### src/source/mem_pkg.sv
//~~~~~~~~~~~~~~~~~~~~~~~~~~~~~~~~~~~~~~~~
// instruction memory shared types
// word, address and sequencer types plus
// the start-up image copied into ram
//~~~~~~~~~~~~~~~~~~~~~~~~~~~~~~~~~~~~~~~~

package mem_pkg;

    typedef logic [15:0] word_t;     // one 16-bit instruction or data word
    typedef logic [14:0] addr_t;     // word address, 32K words reachable
    typedef logic [3:0]  init_idx_t; // walks the start-up image

    // start-up sequencer
    typedef enum logic
    {
        INIT_WRITE, // copying the image into ram
        READY       // serving the bus
    } init_state_t;

    localparam int BOOT_WORDS = 16; // size of the bootloader rom window

    // written into ram words 0..15 after reset
    // a cpu starting at 0 reads the boot base first and ends up in the rom
    localparam word_t init_image [2**$bits(init_idx_t)] = '{
        16'h7ff0, // boot base, default RAM_DEPTH
        16'h0010, // set 0
        16'h00f0, // load WR
        16'h0008, // jmp
        16'h0000,
        16'h0000,
        16'h0000,
        16'h0000,
        16'h0000,
        16'h0000,
        16'h0000,
        16'h0000,
        16'h0000,
        16'h0000,
        16'h0000,
        16'h0000
    };

endpackage

### src/source/bus_decode.sv
//~~~~~~~~~~~~~~~~~~~~~~~~~~~~~~~~~~~~~~~~
// request decode stage
// buffers host requests, returns credits,
// splits ram / rom and drops rom writes
//~~~~~~~~~~~~~~~~~~~~~~~~~~~~~~~~~~~~~~~~
`timescale 1ns/1ns

module bus_decode #(
    parameter int RAM_DEPTH = 32752,
    parameter int REQ_DEPTH = 4
)(
    input  logic           clk,
    input  logic           reset,
    // host request channel
    input  logic           req_valid,
    input  mem_pkg::addr_t req_addr,
    input  mem_pkg::word_t req_wdata,
    input  logic           req_write,
    output logic           req_credit,
    // execute stage handshake
    input  logic           inst_ready,
    input  logic           slot_free,
    output logic           issue,
    output logic           issue_write,
    output logic           ram_sel,
    output logic           rom_sel,
    output mem_pkg::addr_t issue_addr,
    output mem_pkg::word_t issue_wdata
);
    import mem_pkg::*;

    localparam int PTR_W = (REQ_DEPTH > 1) ? $clog2(REQ_DEPTH) : 1;
    localparam int CNT_W = $clog2(REQ_DEPTH + 1);
    localparam addr_t ROM_BASE = addr_t'(RAM_DEPTH); // first rom word

    // request payload
    addr_t fifo_addr  [REQ_DEPTH];
    word_t fifo_wdata [REQ_DEPTH];
    logic  fifo_write [REQ_DEPTH];

    logic [PTR_W-1:0] wr_ptr;
    logic [PTR_W-1:0] rd_ptr;
    logic [CNT_W-1:0] count;
    logic             empty;
    logic             full;
    logic             head_rom;
    logic             discard;
    logic             pop;

    assign empty    = (count == '0);
    assign full     = (count == CNT_W'(REQ_DEPTH));
    assign head_rom = (fifo_addr[rd_ptr] >= ROM_BASE); // above ram -> boot rom

    // rom writes leave the fifo without touching memory
    assign discard = !empty && fifo_write[rd_ptr] && head_rom;
    // reads need a response slot, writes only need the memory
    assign issue   = !empty && inst_ready && !discard && (fifo_write[rd_ptr] || slot_free);
    assign pop     = issue || discard;

    assign issue_addr  = fifo_addr[rd_ptr];
    assign issue_wdata = fifo_wdata[rd_ptr];
    assign issue_write = fifo_write[rd_ptr];
    assign ram_sel     = !head_rom;
    assign rom_sel     = head_rom;

    always_ff @(posedge clk)
    begin
        if (req_valid) // host only sends on a credit
        begin
            fifo_addr[wr_ptr]  <= req_addr;
            fifo_wdata[wr_ptr] <= req_wdata;
            fifo_write[wr_ptr] <= req_write;
        end
    end

    always_ff @(posedge clk)
    begin
        if (!reset)
        begin
            wr_ptr     <= '0;
            rd_ptr     <= '0;
            count      <= '0;
            req_credit <= 1'b0;
        end
        else
        begin
            if (req_valid)
                wr_ptr <= (wr_ptr == PTR_W'(REQ_DEPTH - 1)) ? '0 : wr_ptr + 1'b1;
            if (pop)
                rd_ptr <= (rd_ptr == PTR_W'(REQ_DEPTH - 1)) ? '0 : rd_ptr + 1'b1;
            case ({req_valid, pop})
                2'b10:   count <= count + 1'b1;
                2'b01:   count <= count - 1'b1;
                default: count <= count; // none or both
            endcase
            req_credit <= pop; // one credit back per entry gone
        end
    end

    // host credits must keep the fifo from overrunning
    a_req_no_overrun: assert property (@(posedge clk) disable iff (!reset)
        req_valid |-> !full)
        else $error("request arrived while the request fifo was full");

endmodule

### config.mk
export PLATFORM = sky130hd
export DESIGN_NAME = bus_decode
export DESIGN_NICKNAME = d
export VERILOG_FILES = /design/src/source/mem_pkg.sv /design/src/source/bus_decode.sv
export SDC_FILE = /design/constraint.sdc
export NUM_CORES = 1
export LEC_CHECK = 0
export ABC_AREA = 1
export ABC_CLOCK_PERIOD_IN_PS = 2300
export BUFFER_PORTS_ARGS = -buffer_cell sky130_fd_sc_hd__buf_4
export CORE_MARGIN = 2
export CORE_UTILIZATION = 35
export DETAILED_ROUTE_END_ITERATION = 7
export GPL_TIMING_DRIVEN = 0
export SKIP_CTS_REPAIR_TIMING = 1
export SKIP_LAST_GASP = 1
export SLEW_MARGIN = 25
export SYNTH_ARGS = -nofsm -noshare
export SYNTH_HDL_FRONTEND = slang
export SYNTH_SLANG_ARGS = --single-unit
### constraint.sdc
create_clock -name clk -period 2.3 [get_ports clk]
set_input_delay 0.46 -clock clk [delete_from_list [all_inputs] [get_ports clk]]
set_output_delay 0.46 -clock clk [all_outputs]
set_load 0.05 [all_outputs]
==> impl_metrics.yaml <==
sta:
  max_freq_mhz: 394
  finalMaxSlewViolations: 0
  worst_pin_slew_ns: 0.484
  setup_ws_ns: -0.236
  setup_viol: 25
  period_minus_slack_ns: 2.54
  final.setup_skew_ns: 0.00715
  tns_ns: -2.87
  min_period_over_period_pct: 110
  max_slew_margin_pct: 67.7
  rsz0062_at_grt: "true"
  hold_viol_final: 0
critical_path:
  cp_top_family: "simple AND/OR/NAND/NOR gates"
  worst_path_largest_cell_delay_ns: 0.31
  crit_arrival_ns: 2.08
  crit_required_ns: 1.84
  critPathSlowestCell: "dfxtp_2"
  ff2ff_setup_slack_ns: -0.17
  crit_chain: "buf_6, inv_4, buf_8, buf_8, nand2_4, nand3_2, nand2_2, nor2_1, nand2_1, nor2_4, nand3_4, nand4_1, inv_1, buf_6"
  worstSetupPathType: "flip-flop to output port"
  path_buf_inv: 6
  worstPathMaxFanout: 8
  end_kind: "output port"
  startpoint_type: "flip-flop"
yosys:
  ys.warnings.count: 0
  synth_compound_area_share_pct: 8.08
  synthAdderAreaFrac_pct: 1.75
  synth-simple-area-share_pct: 11.3
  synthXorXnorAreaFrac_pct: 0
  synth_area_leaders: "edfxtp_1 (71%), nand2_1 (4.6%), o21ai_0 (4.4%)"
  synth_top_family_by_area: "simple AND/OR/NAND/NOR gates"
  syn-num-nets: 475
  synth-seq-cells: 138
  syn_area_sq_um: 5440
  ys_types: 26
  avgSynthCellArea_sq_um: 12.6
  synth_top_area_share_pct: 70.7
  synth_top_cell_by_area: "edfxtp_1"
  synth_mux_area_share_pct: 0
  synth_seq_area_share_pct: 74.4
  syn-instance-count: 431
place:
  place_area_sq_um: 6360
  dp_hpwl_microns: 7830
  gp_congestion: 0.696
  io_buffers: 71
  dp_cells: 694
  dp_slack_ns: -0.400
floorplanning:
  dieArea_sq_um: 16500
  io_pins: 73
  initial_core_util_pct: 35.8
  rows: 45
  die_w_microns: 129
  core-area_sq_um: 15200
  dieHeight_microns: 129
grt:
  grt_max_degree: 23
  grt_pass1_wl_microns: 19300
  overflow: 0
  antenna_found_initial: 0
  grt_pass1_vias: 3569
  grt_util_all_layers_pct: 16.0
route:
  drtIter0Drc: 249
  wl_per_cell_microns: 17.1
  dr.pass1.iters: 4
  viasPerCell: 4.88
  vias: 3590
  drt-total-wl_microns: 12600
  ant_nets: 0
  drc: 0
clocking:
  clkTransAtPathRegs_ns: 0.06
  cts_buffers: 17
  clock-sinks: 138
  cts_htree_levels: 4
  clock_latency_ns: 0.42
  cts_tree: "built"
  cts-root-buf: "clkbuf_16"
  clock_path_buffers: 2
hold_path:
  min_path_type: "input port to flip-flop"
status:
  violations: "negative setup slack"
  status: "complete, but fails checks"
cells_and_area:
  fin_area_sq_um: 7250
  area_delta_synth_final_pct: 33.4
  final_layout_size_suffix_gt1_share_pct: 31.4
  nets: 578
  instances_no_fill: 735
  n_antenna_cell: 0
power:
  ir_drop_uv: 609
  powerDensity_nw_per_um2: 1040
  power_leakage_nw: 2.79
run:
  cap_violations: 0
[placed cells by master, fill, tap and decap left out, types with 4 or more instances in the layout]
master,Yosys,final
clkinv_1,0,4
o21ai_1,2,7
o22ai_1,20,19
inv_1,35,28
nand2_1,67,58
buf_8,0,6
nand2_2,3,10
o21ai_2,0,4
clkbuf_2,0,4
edfxtp_1,128,128
nand3_2,1,4
nor2_1,49,46
ha_1,6,5
inv_2,1,6
clkbuf_16,0,20
o21ai_0,48,37
dfxtp_1,10,8
buf_4,1,75
buf_6,3,4
a21oi_1,7,6
buf_2,5,5
nand3_1,21,17
[state kept, by name, summed over array words and instances (netlist names), named ones only]
| signal | cells |
|---|---|
| fifo_write | 4 |
| fifo_wdata | 64 |
| req_credit | 1 |
| wr_ptr | 2 |
| rd_ptr | 2 |
| count | 3 |
| fifo_addr | 60 |
[path summary, 6_finish.rpt]
check                                   start                 to  cells past startpoint
worst max-delay path                flip-flop              issue                     14
worst min-delay path            req_wdata[15]  fifo_wdata[2][15]                      1
worst max register to register      flip-flop           count[2]                     19
worst min register to register       count[0]           count[0]                      1
[area by class of cell]
| type | count | area [sq um] |
|---|---|---|
| clock inverter | 13 | 151 |
| multi-input combinational | 236 | 1290 |
| timing repair buffer | 84 | 795 |
| buffer | 21 | 165 |
| inverter | 36 | 141 |
| fill | 1367 | 7950 |
| sequential | 138 | 4050 |
| clock buffer | 19 | 433 |
| tap | 188 | 235 |
[power breakdown]
part	total, mW	internal, mW	switching (mW)
combinational	1.94	0.643	1.30
clock	2.68	1.69	0.989
sequential	2.91	2.87	0.0361
[Yosys cell counts]
master    count
edfxtp_1    128
nand2_1      67
nor2_1       49
o21ai_0      48
inv_1        35
nand3_1      21
o22ai_1      20
clkbuf_1     12
dfxtp_1      10
a21oi_1       7
ha_1          6
buf_2         5
buf_6         3
nand2_2       3
nand4_1       3
o211ai_1      3
o21ai_1       2
a31oi_1       1
buf_4         1
fa_1          1
inv_2         1
nand3_2       1
nor2_2        1
nor3_1        1
or2_1         1
or2_2         1
[cells by family (layout without fill, tap and decap cells)]
kind of cell | Yosys count | count (layout)
simple gates | 148 | 148
flops | 138 | 138
compound gates | 81 | 81
buf+inv | 57 | 173
fa+ha+maj | 7 | 7
[routing by layer]
layer	up-vias	track usage, %	share of wire, %
li1	1734	-	-
met1	1749	19.6	43
met2	90	27.2	50
met3	17	4.70	5.1
met4	0	5.56	1.6
met5	-	0	0
[worst register-to-register path, delay by kind of cell (launching register included)]
| family | cells | cell delay [ns] |
|---|---|---|
| compound gates | 4 | 0.38 |
| simple gates | 8 | 0.71 |
| fa+ha+maj | 2 | 0.47 |
| flops | 1 | 0.31 |
| buf+inv | 5 | 0.49 |
[metrics by stage]
stage,util (%),hold slack [ns],total power [mW]
finish,47.7,0.239,7.53
CTS,45.7,0.218,7.38
floorplan,-,0.422,4.12
global placement,41.2,0.438,4.65
detailed placement,41.9,0.474,4.70
global route,47.7,0.224,7.85
No activity file was read; power rests on OpenSTA's default activity.
