===== src/source/mem_pkg.sv =====
//~~~~~~~~~~~~~~~~~~~~~~~~~~~~~~~~~~~~~~~~
// instruction memory shared types
// word, address and sequencer types plus
// the start-up image copied into ram
//~~~~~~~~~~~~~~~~~~~~~~~~~~~~~~~~~~~~~~~~

package mem_pkg;

    typedef logic [15:0] word_t;     // one 16-bit instruction or data word
    typedef logic [14:0] addr_t;     // word address, 32K words reachable
    typedef logic [3:0]  init_idx_t; // walks the start-up image

    // start-up sequencer
    typedef enum logic
    {
        INIT_WRITE, // copying the image into ram
        READY       // serving the bus
    } init_state_t;

    localparam int BOOT_WORDS = 16; // size of the bootloader rom window

    // written into ram words 0..15 after reset
    // a cpu starting at 0 reads the boot base first and ends up in the rom
    localparam word_t init_image [2**$bits(init_idx_t)] = '{
        16'h7ff0, // boot base, default RAM_DEPTH
        16'h0010, // set 0
        16'h00f0, // load WR
        16'h0008, // jmp
        16'h0000,
        16'h0000,
        16'h0000,
        16'h0000,
        16'h0000,
        16'h0000,
        16'h0000,
        16'h0000,
        16'h0000,
        16'h0000,
        16'h0000,
        16'h0000
    };

endpackage


===== src/source/rsp_return.sv =====
//~~~~~~~~~~~~~~~~~~~~~~~~~~~~~~~~~~~~~~~~
// response return stage
// holds read data in order and sends it
// back as host response credits allow
//~~~~~~~~~~~~~~~~~~~~~~~~~~~~~~~~~~~~~~~~
`timescale 1ns/1ns

module rsp_return #(
    parameter int RSP_DEPTH = 4
)(
    input  logic           clk,
    input  logic           reset,
    input  logic           reserve,    // read issued, claims a slot
    input  logic           rd_valid,
    input  mem_pkg::word_t rd_data,
    output logic           slot_free,
    input  logic           rsp_credit, // one credit per pulse
    output logic           rsp_valid,
    output mem_pkg::word_t rsp_data
);
    import mem_pkg::*;

    localparam int PTR_W  = (RSP_DEPTH > 1) ? $clog2(RSP_DEPTH) : 1;
    localparam int CNT_W  = $clog2(RSP_DEPTH + 1);
    localparam int CRED_W = 16; // host may bank many credits

    word_t fifo [RSP_DEPTH]; // read data in arrival order

    logic [PTR_W-1:0]  wr_ptr;
    logic [PTR_W-1:0]  rd_ptr;
    logic [CNT_W-1:0]  data_cnt; // words waiting
    logic [CNT_W-1:0]  resv_cnt; // in flight plus waiting
    logic [CRED_W-1:0] credits;
    logic              send;

    assign send      = (data_cnt != '0) && (credits != '0);
    assign rsp_valid = send;
    assign rsp_data  = fifo[rd_ptr];
    assign slot_free = (resv_cnt < CNT_W'(RSP_DEPTH));

    always_ff @(posedge clk)
    begin
        if (rd_valid)
            fifo[wr_ptr] <= rd_data;
    end

    always_ff @(posedge clk)
    begin
        if (!reset)
        begin
            wr_ptr   <= '0;
            rd_ptr   <= '0;
            data_cnt <= '0;
            resv_cnt <= '0;
            credits  <= '0; // host grants before the first response
        end
        else
        begin
            if (rd_valid)
                wr_ptr <= (wr_ptr == PTR_W'(RSP_DEPTH - 1)) ? '0 : wr_ptr + 1'b1;
            if (send)
                rd_ptr <= (rd_ptr == PTR_W'(RSP_DEPTH - 1)) ? '0 : rd_ptr + 1'b1;
            case ({rd_valid, send})
                2'b10:   data_cnt <= data_cnt + 1'b1;
                2'b01:   data_cnt <= data_cnt - 1'b1;
                default: data_cnt <= data_cnt;
            endcase
            case ({reserve, send}) // slot freed only once sent
                2'b10:   resv_cnt <= resv_cnt + 1'b1;
                2'b01:   resv_cnt <= resv_cnt - 1'b1;
                default: resv_cnt <= resv_cnt;
            endcase
            case ({rsp_credit, send})
                2'b10:   credits <= credits + 1'b1;
                2'b01:   credits <= credits - 1'b1;
                default: credits <= credits;
            endcase
        end
    end

    // a grant on a full counter would wrap and lose banked credits
    a_rsp_credit_no_wrap: assert property (@(posedge clk) disable iff (!reset)
        (rsp_credit && !send) |-> (credits != '1))
        else $error("response credit counter overflowed");

    // every read result must have been reserved at issue
    a_rd_in_reserved: assert property (@(posedge clk) disable iff (!reset)
        rd_valid |-> (data_cnt < resv_cnt))
        else $error("read data arrived without a reserved slot");

endmodule


===== config.mk =====
export PLATFORM = sky130hd
export DESIGN_NAME = rsp_return
export DESIGN_NICKNAME = d
export VERILOG_FILES = /design/src/source/mem_pkg.sv /design/src/source/rsp_return.sv
export SDC_FILE = /design/constraint.sdc
export NUM_CORES = 1
export LEC_CHECK = 0
export BUFFER_PORTS_ARGS = -buffer_cell sky130_fd_sc_hd__buf_4
export CAP_MARGIN = 30
export CORE_MARGIN = 10
export CORE_UTILIZATION = 54
export CTS_CLUSTER_SIZE = 14
export DETAILED_ROUTE_END_ITERATION = 16
export GPL_ROUTABILITY_DRIVEN = 0
export PLACE_DENSITY = 0.76
export SYNTH_ARGS = -nofsm -noshare
export SYNTH_HDL_FRONTEND = slang
export SYNTH_SLANG_ARGS = --single-unit

===== constraint.sdc =====
create_clock -name clk -period 3.6 [get_ports clk]
set_input_delay 0.72 -clock clk [delete_from_list [all_inputs] [get_ports clk]]
set_output_delay 0.72 -clock clk [all_outputs]
set_load 0.05 [all_outputs]

==> out/results.tsv <==
stage	metric	value	unit
clock_network	clk_path_buf_depth	2	
global_route	grt_overflow	0	
clock_network	root_buffer	clkbuf_8	
synthesis	synth_top_area_cell	edfxtp_1	
timing	drv_slew	0	
setup_path	worst_ep_arrival_time	3.66	ns
setup_path	crit_start	credits[7]	
timing	finClkSkew	0.00895	ns
finish	final_core_util	0.630	
synthesis	synth-edff-count	64	
drt	viasPerCell	5.83	
global_route	grt_pass1_vias	3078	
setup_path	path_cells	nor4_4 > nand2_1 > o32ai_2 > bufinv_8 > ha_4 > xor2_1 > ha_1 > nor3_1 > a21oi_1 > o221ai_2 > o22ai_2 > a211oi_1 > a2bb2oi_2 > mux2i_1	
synthesis	synth_top_area_frac	0.427	
outcome	outcome	finished clean	
synthesis	syn_nets	403	
synthesis	synth-async-reset-ratio	0	
drt	drt_iter0_markers	259	
placed_design	hpwl	6360	µm
synthesis	synth-seq-area-share	0.552	
drt	num_vias	3025	
worst_hold_path	hold_class	flip-flop to flip-flop	
setup_path	cpPeakStageDelay	0.41	ns
die	start_util	0.550	
die	die_h	111	µm
finish	final_cell_mix	64 x edfxtp_1, 56 x buf_4, 28 x dfxtp_1	
timing	finalHoldViolCount	0	
finish	area_growth	14.6	%
drt	drt-wirelength-per-cell	17.7	µm
drt	drt_pre_antenna_iters	4	
finish	fill_cells	653	
setup_path	worst-setup-path-type	flip-flop to flip-flop	
synthesis	syn_avg_cell_area	12.2	µm²
timing	fin_crit	3.37	ns
timing	fmax	296	MHz
setup_path	critPathLaunchType	flip-flop	
synthesis	ys_ff_latch	92	
finish	drive_gt1_frac	0.242	
timing	worst_pin_slew	0.850	ns
setup_path	r2r_start	credits[7]	
timing	finalHoldWorstSlack	0.499	ns
finish	antenna_cells	0	
setup_path	worst_setup_path_end_kind	flip-flop	
clock_network	clkLatencyLatePin	0.35	ns
synthesis	ys.flop_type	edfxtp_1	
global_route	grt_max_degree	27	
finish	final_nets	442	
timing	finalCritPeriodShare	0.937	
die	io_pins	39	
setup_path	cp_max_fo	13	
clock_network	tritoncts	built	
finish	multi_input_area	1860	µm²
drt	post-route-drc-count	0	
setup_path	crit_end	credits[12]	
placed_design	io_buffers	38	
die	dieWidth	111	µm
finish	layout_commonest_cell	edfxtp_1	
timing	finalSetupViolations	0	
setup_path	cp.required	3.89	ns
synthesis	postSynthCellCount	370	
synthesis	yosysWarningCount	0	
global_route	track_usage	0.151	
die	num_rows	33	
worst_hold_path	min_path_cells	2	
global_route	antenna_found_initial	0	
global_route	grt_pass1_wl	15500	µm
worst_hold_path	min_from	resv_cnt[2]	
synthesis	synthTopCellsByArea	edfxtp_1 43%, dfxtp_1 12%, mux4_2 8.0%, ha_1 2.8%, a21oi_1 2.7%	
clock_network	cts-buffers-inserted	9	
clock_network	path_clk_slew	0.09	ns
setup_path	regToRegEndpoint	credits[12]	
synthesis	syn_area	4500	µm²
clock_network	numClockSinks	92	
flow_run	drv_cap	0	
pwr	power_density	832	nW/µm²
drt	drt_wl_total	9170	µm
die	fp.coreArea	8180	µm²
setup_path	r2r_slack	0.23	ns
drt	ant_nets	0	
timing	timing.slew.headroom	0.433	
pwr	peakVddDrop	0.540	mV
clock_network	htree_num_levels	3	
synthesis	synth.distinct_cells	60	
setup_path	slowest_stage	nor4_4	
pwr	power.leakage	1.88	nW
setup_path	reg2regPathDepth	14	
die	dieArea	12400	µm²
finish	ff_latch_area	2480	µm²
-- where the power goes --
group / total, mW / leakage, nW / switching, mW / internal [mW]
Sequential: 1.42 / 0.817 / 0.151 / 1.27
Clock: 0.650 / 0.0962 / 0.370 / 0.280
Combinational: 2.21 / 0.964 / 1.30 / 0.909
Total: 4.29 / 1.88 / 1.82 / 2.46
-- cell families (layout without fill, tap and decap cells) --
group,Yosys count,in the layout,synth area share
xor gates and xnor gates,12,12,0.0234
adders and majority gates,12,12,0.0367
muxes,22,22,0.0935
and+or+nand+nor,110,110,0.137
buffers and inverters,44,88,0.0417
DFF,92,92,0.552
AOI/OAI and AO/OA,78,78,0.116
-- routing by layer --
layer / vias to the layer above / share of wire / track usage
met3: 15 / 0.044 / 0.0357
met1: 1469 / 0.44 / 0.186
met2: 75 / 0.50 / 0.248
met5: - / 0 / 0
li1: 1466 / - / -
met4: 0 / 0.018 / 0.0583
-- what timing repair did --
action / in CTS / in global routing
buffers inserted: 0 / 1
hold buffers: 0 / 0
setup endpoints to repair: 0 / 3
resized for setup: 0 / 2
endpoints found under the hold margin: 0 / 0
-- layout make-up --
| class | instances | area share |
|---|---|---|
| Clock inverter | 5 | 0.00826 |
| Timing Repair Buffer | 56 | 0.0816 |
| Sequential cell | 92 | 0.482 |
| Tap cell | 105 | 0.0255 |
| Inverter | 16 | 0.0143 |
| Clock buffer | 11 | 0.0274 |
| Multi-Input combinational cell | 234 | 0.361 |
-- worst max-delay path, delay by kind of cell (launching register included) --
family	cells	cell delay, ns
XOR/XNOR	1	0.15
AND/OR/NAND/NOR	3	0.68
multiplexers	1	0.20
adder cells (fa/ha/maj)	2	0.43
AO/OA/AOI/OAI	6	1.25
buffers and inverters	1	0.26
flip-flops	1	0.34
-- worst min-delay path by stage --
stage               slack, ns     endpoint
floorplan                0.45    flip-flop
global placement         0.47  resv_cnt[2]
detailed placement       0.49  resv_cnt[1]
CTS                      0.51  resv_cnt[2]
global route             0.54  fifo[1][14]
finish                   0.50  resv_cnt[2]
-- metrics by stage --
stage	setup TNS, ns	cell area, µm²	std cells	setup slack, ns	total power, mW
final	0	5150	519	0.227	4.29
after global routing	-0.00762	5150	519	-0.00762	4.58
after CTS	0	5140	518	0.217	4.29
after detailed placement	0	4950	502	0.255	3.63
after global placement	0	4950	502	0.377	3.58
after floorplan	0	4540	370	0.0135	3.11
-- registers in the layout, summed over array words and instances (netlist names), named ones only --
name / cells
resv_cnt: 3
rd_ptr: 2
credits: 16
fifo: 64
data_cnt: 3
wr_ptr: 2
-- cell usage after synthesis (7+ instances only) --
master / n
dfxtp_1: 28
a21oi_1: 24
mux4_2: 16
nand2b_1: 7
clkbuf_1: 17
xor2_1: 9
buf_2: 9
ha_1: 10
nand2_1: 24
nor3_1: 10
o21ai_0: 16
inv_1: 16
or3_1: 12
nor2_1: 18
edfxtp_1: 64
No activity file was read; power rests on OpenSTA's default activity.
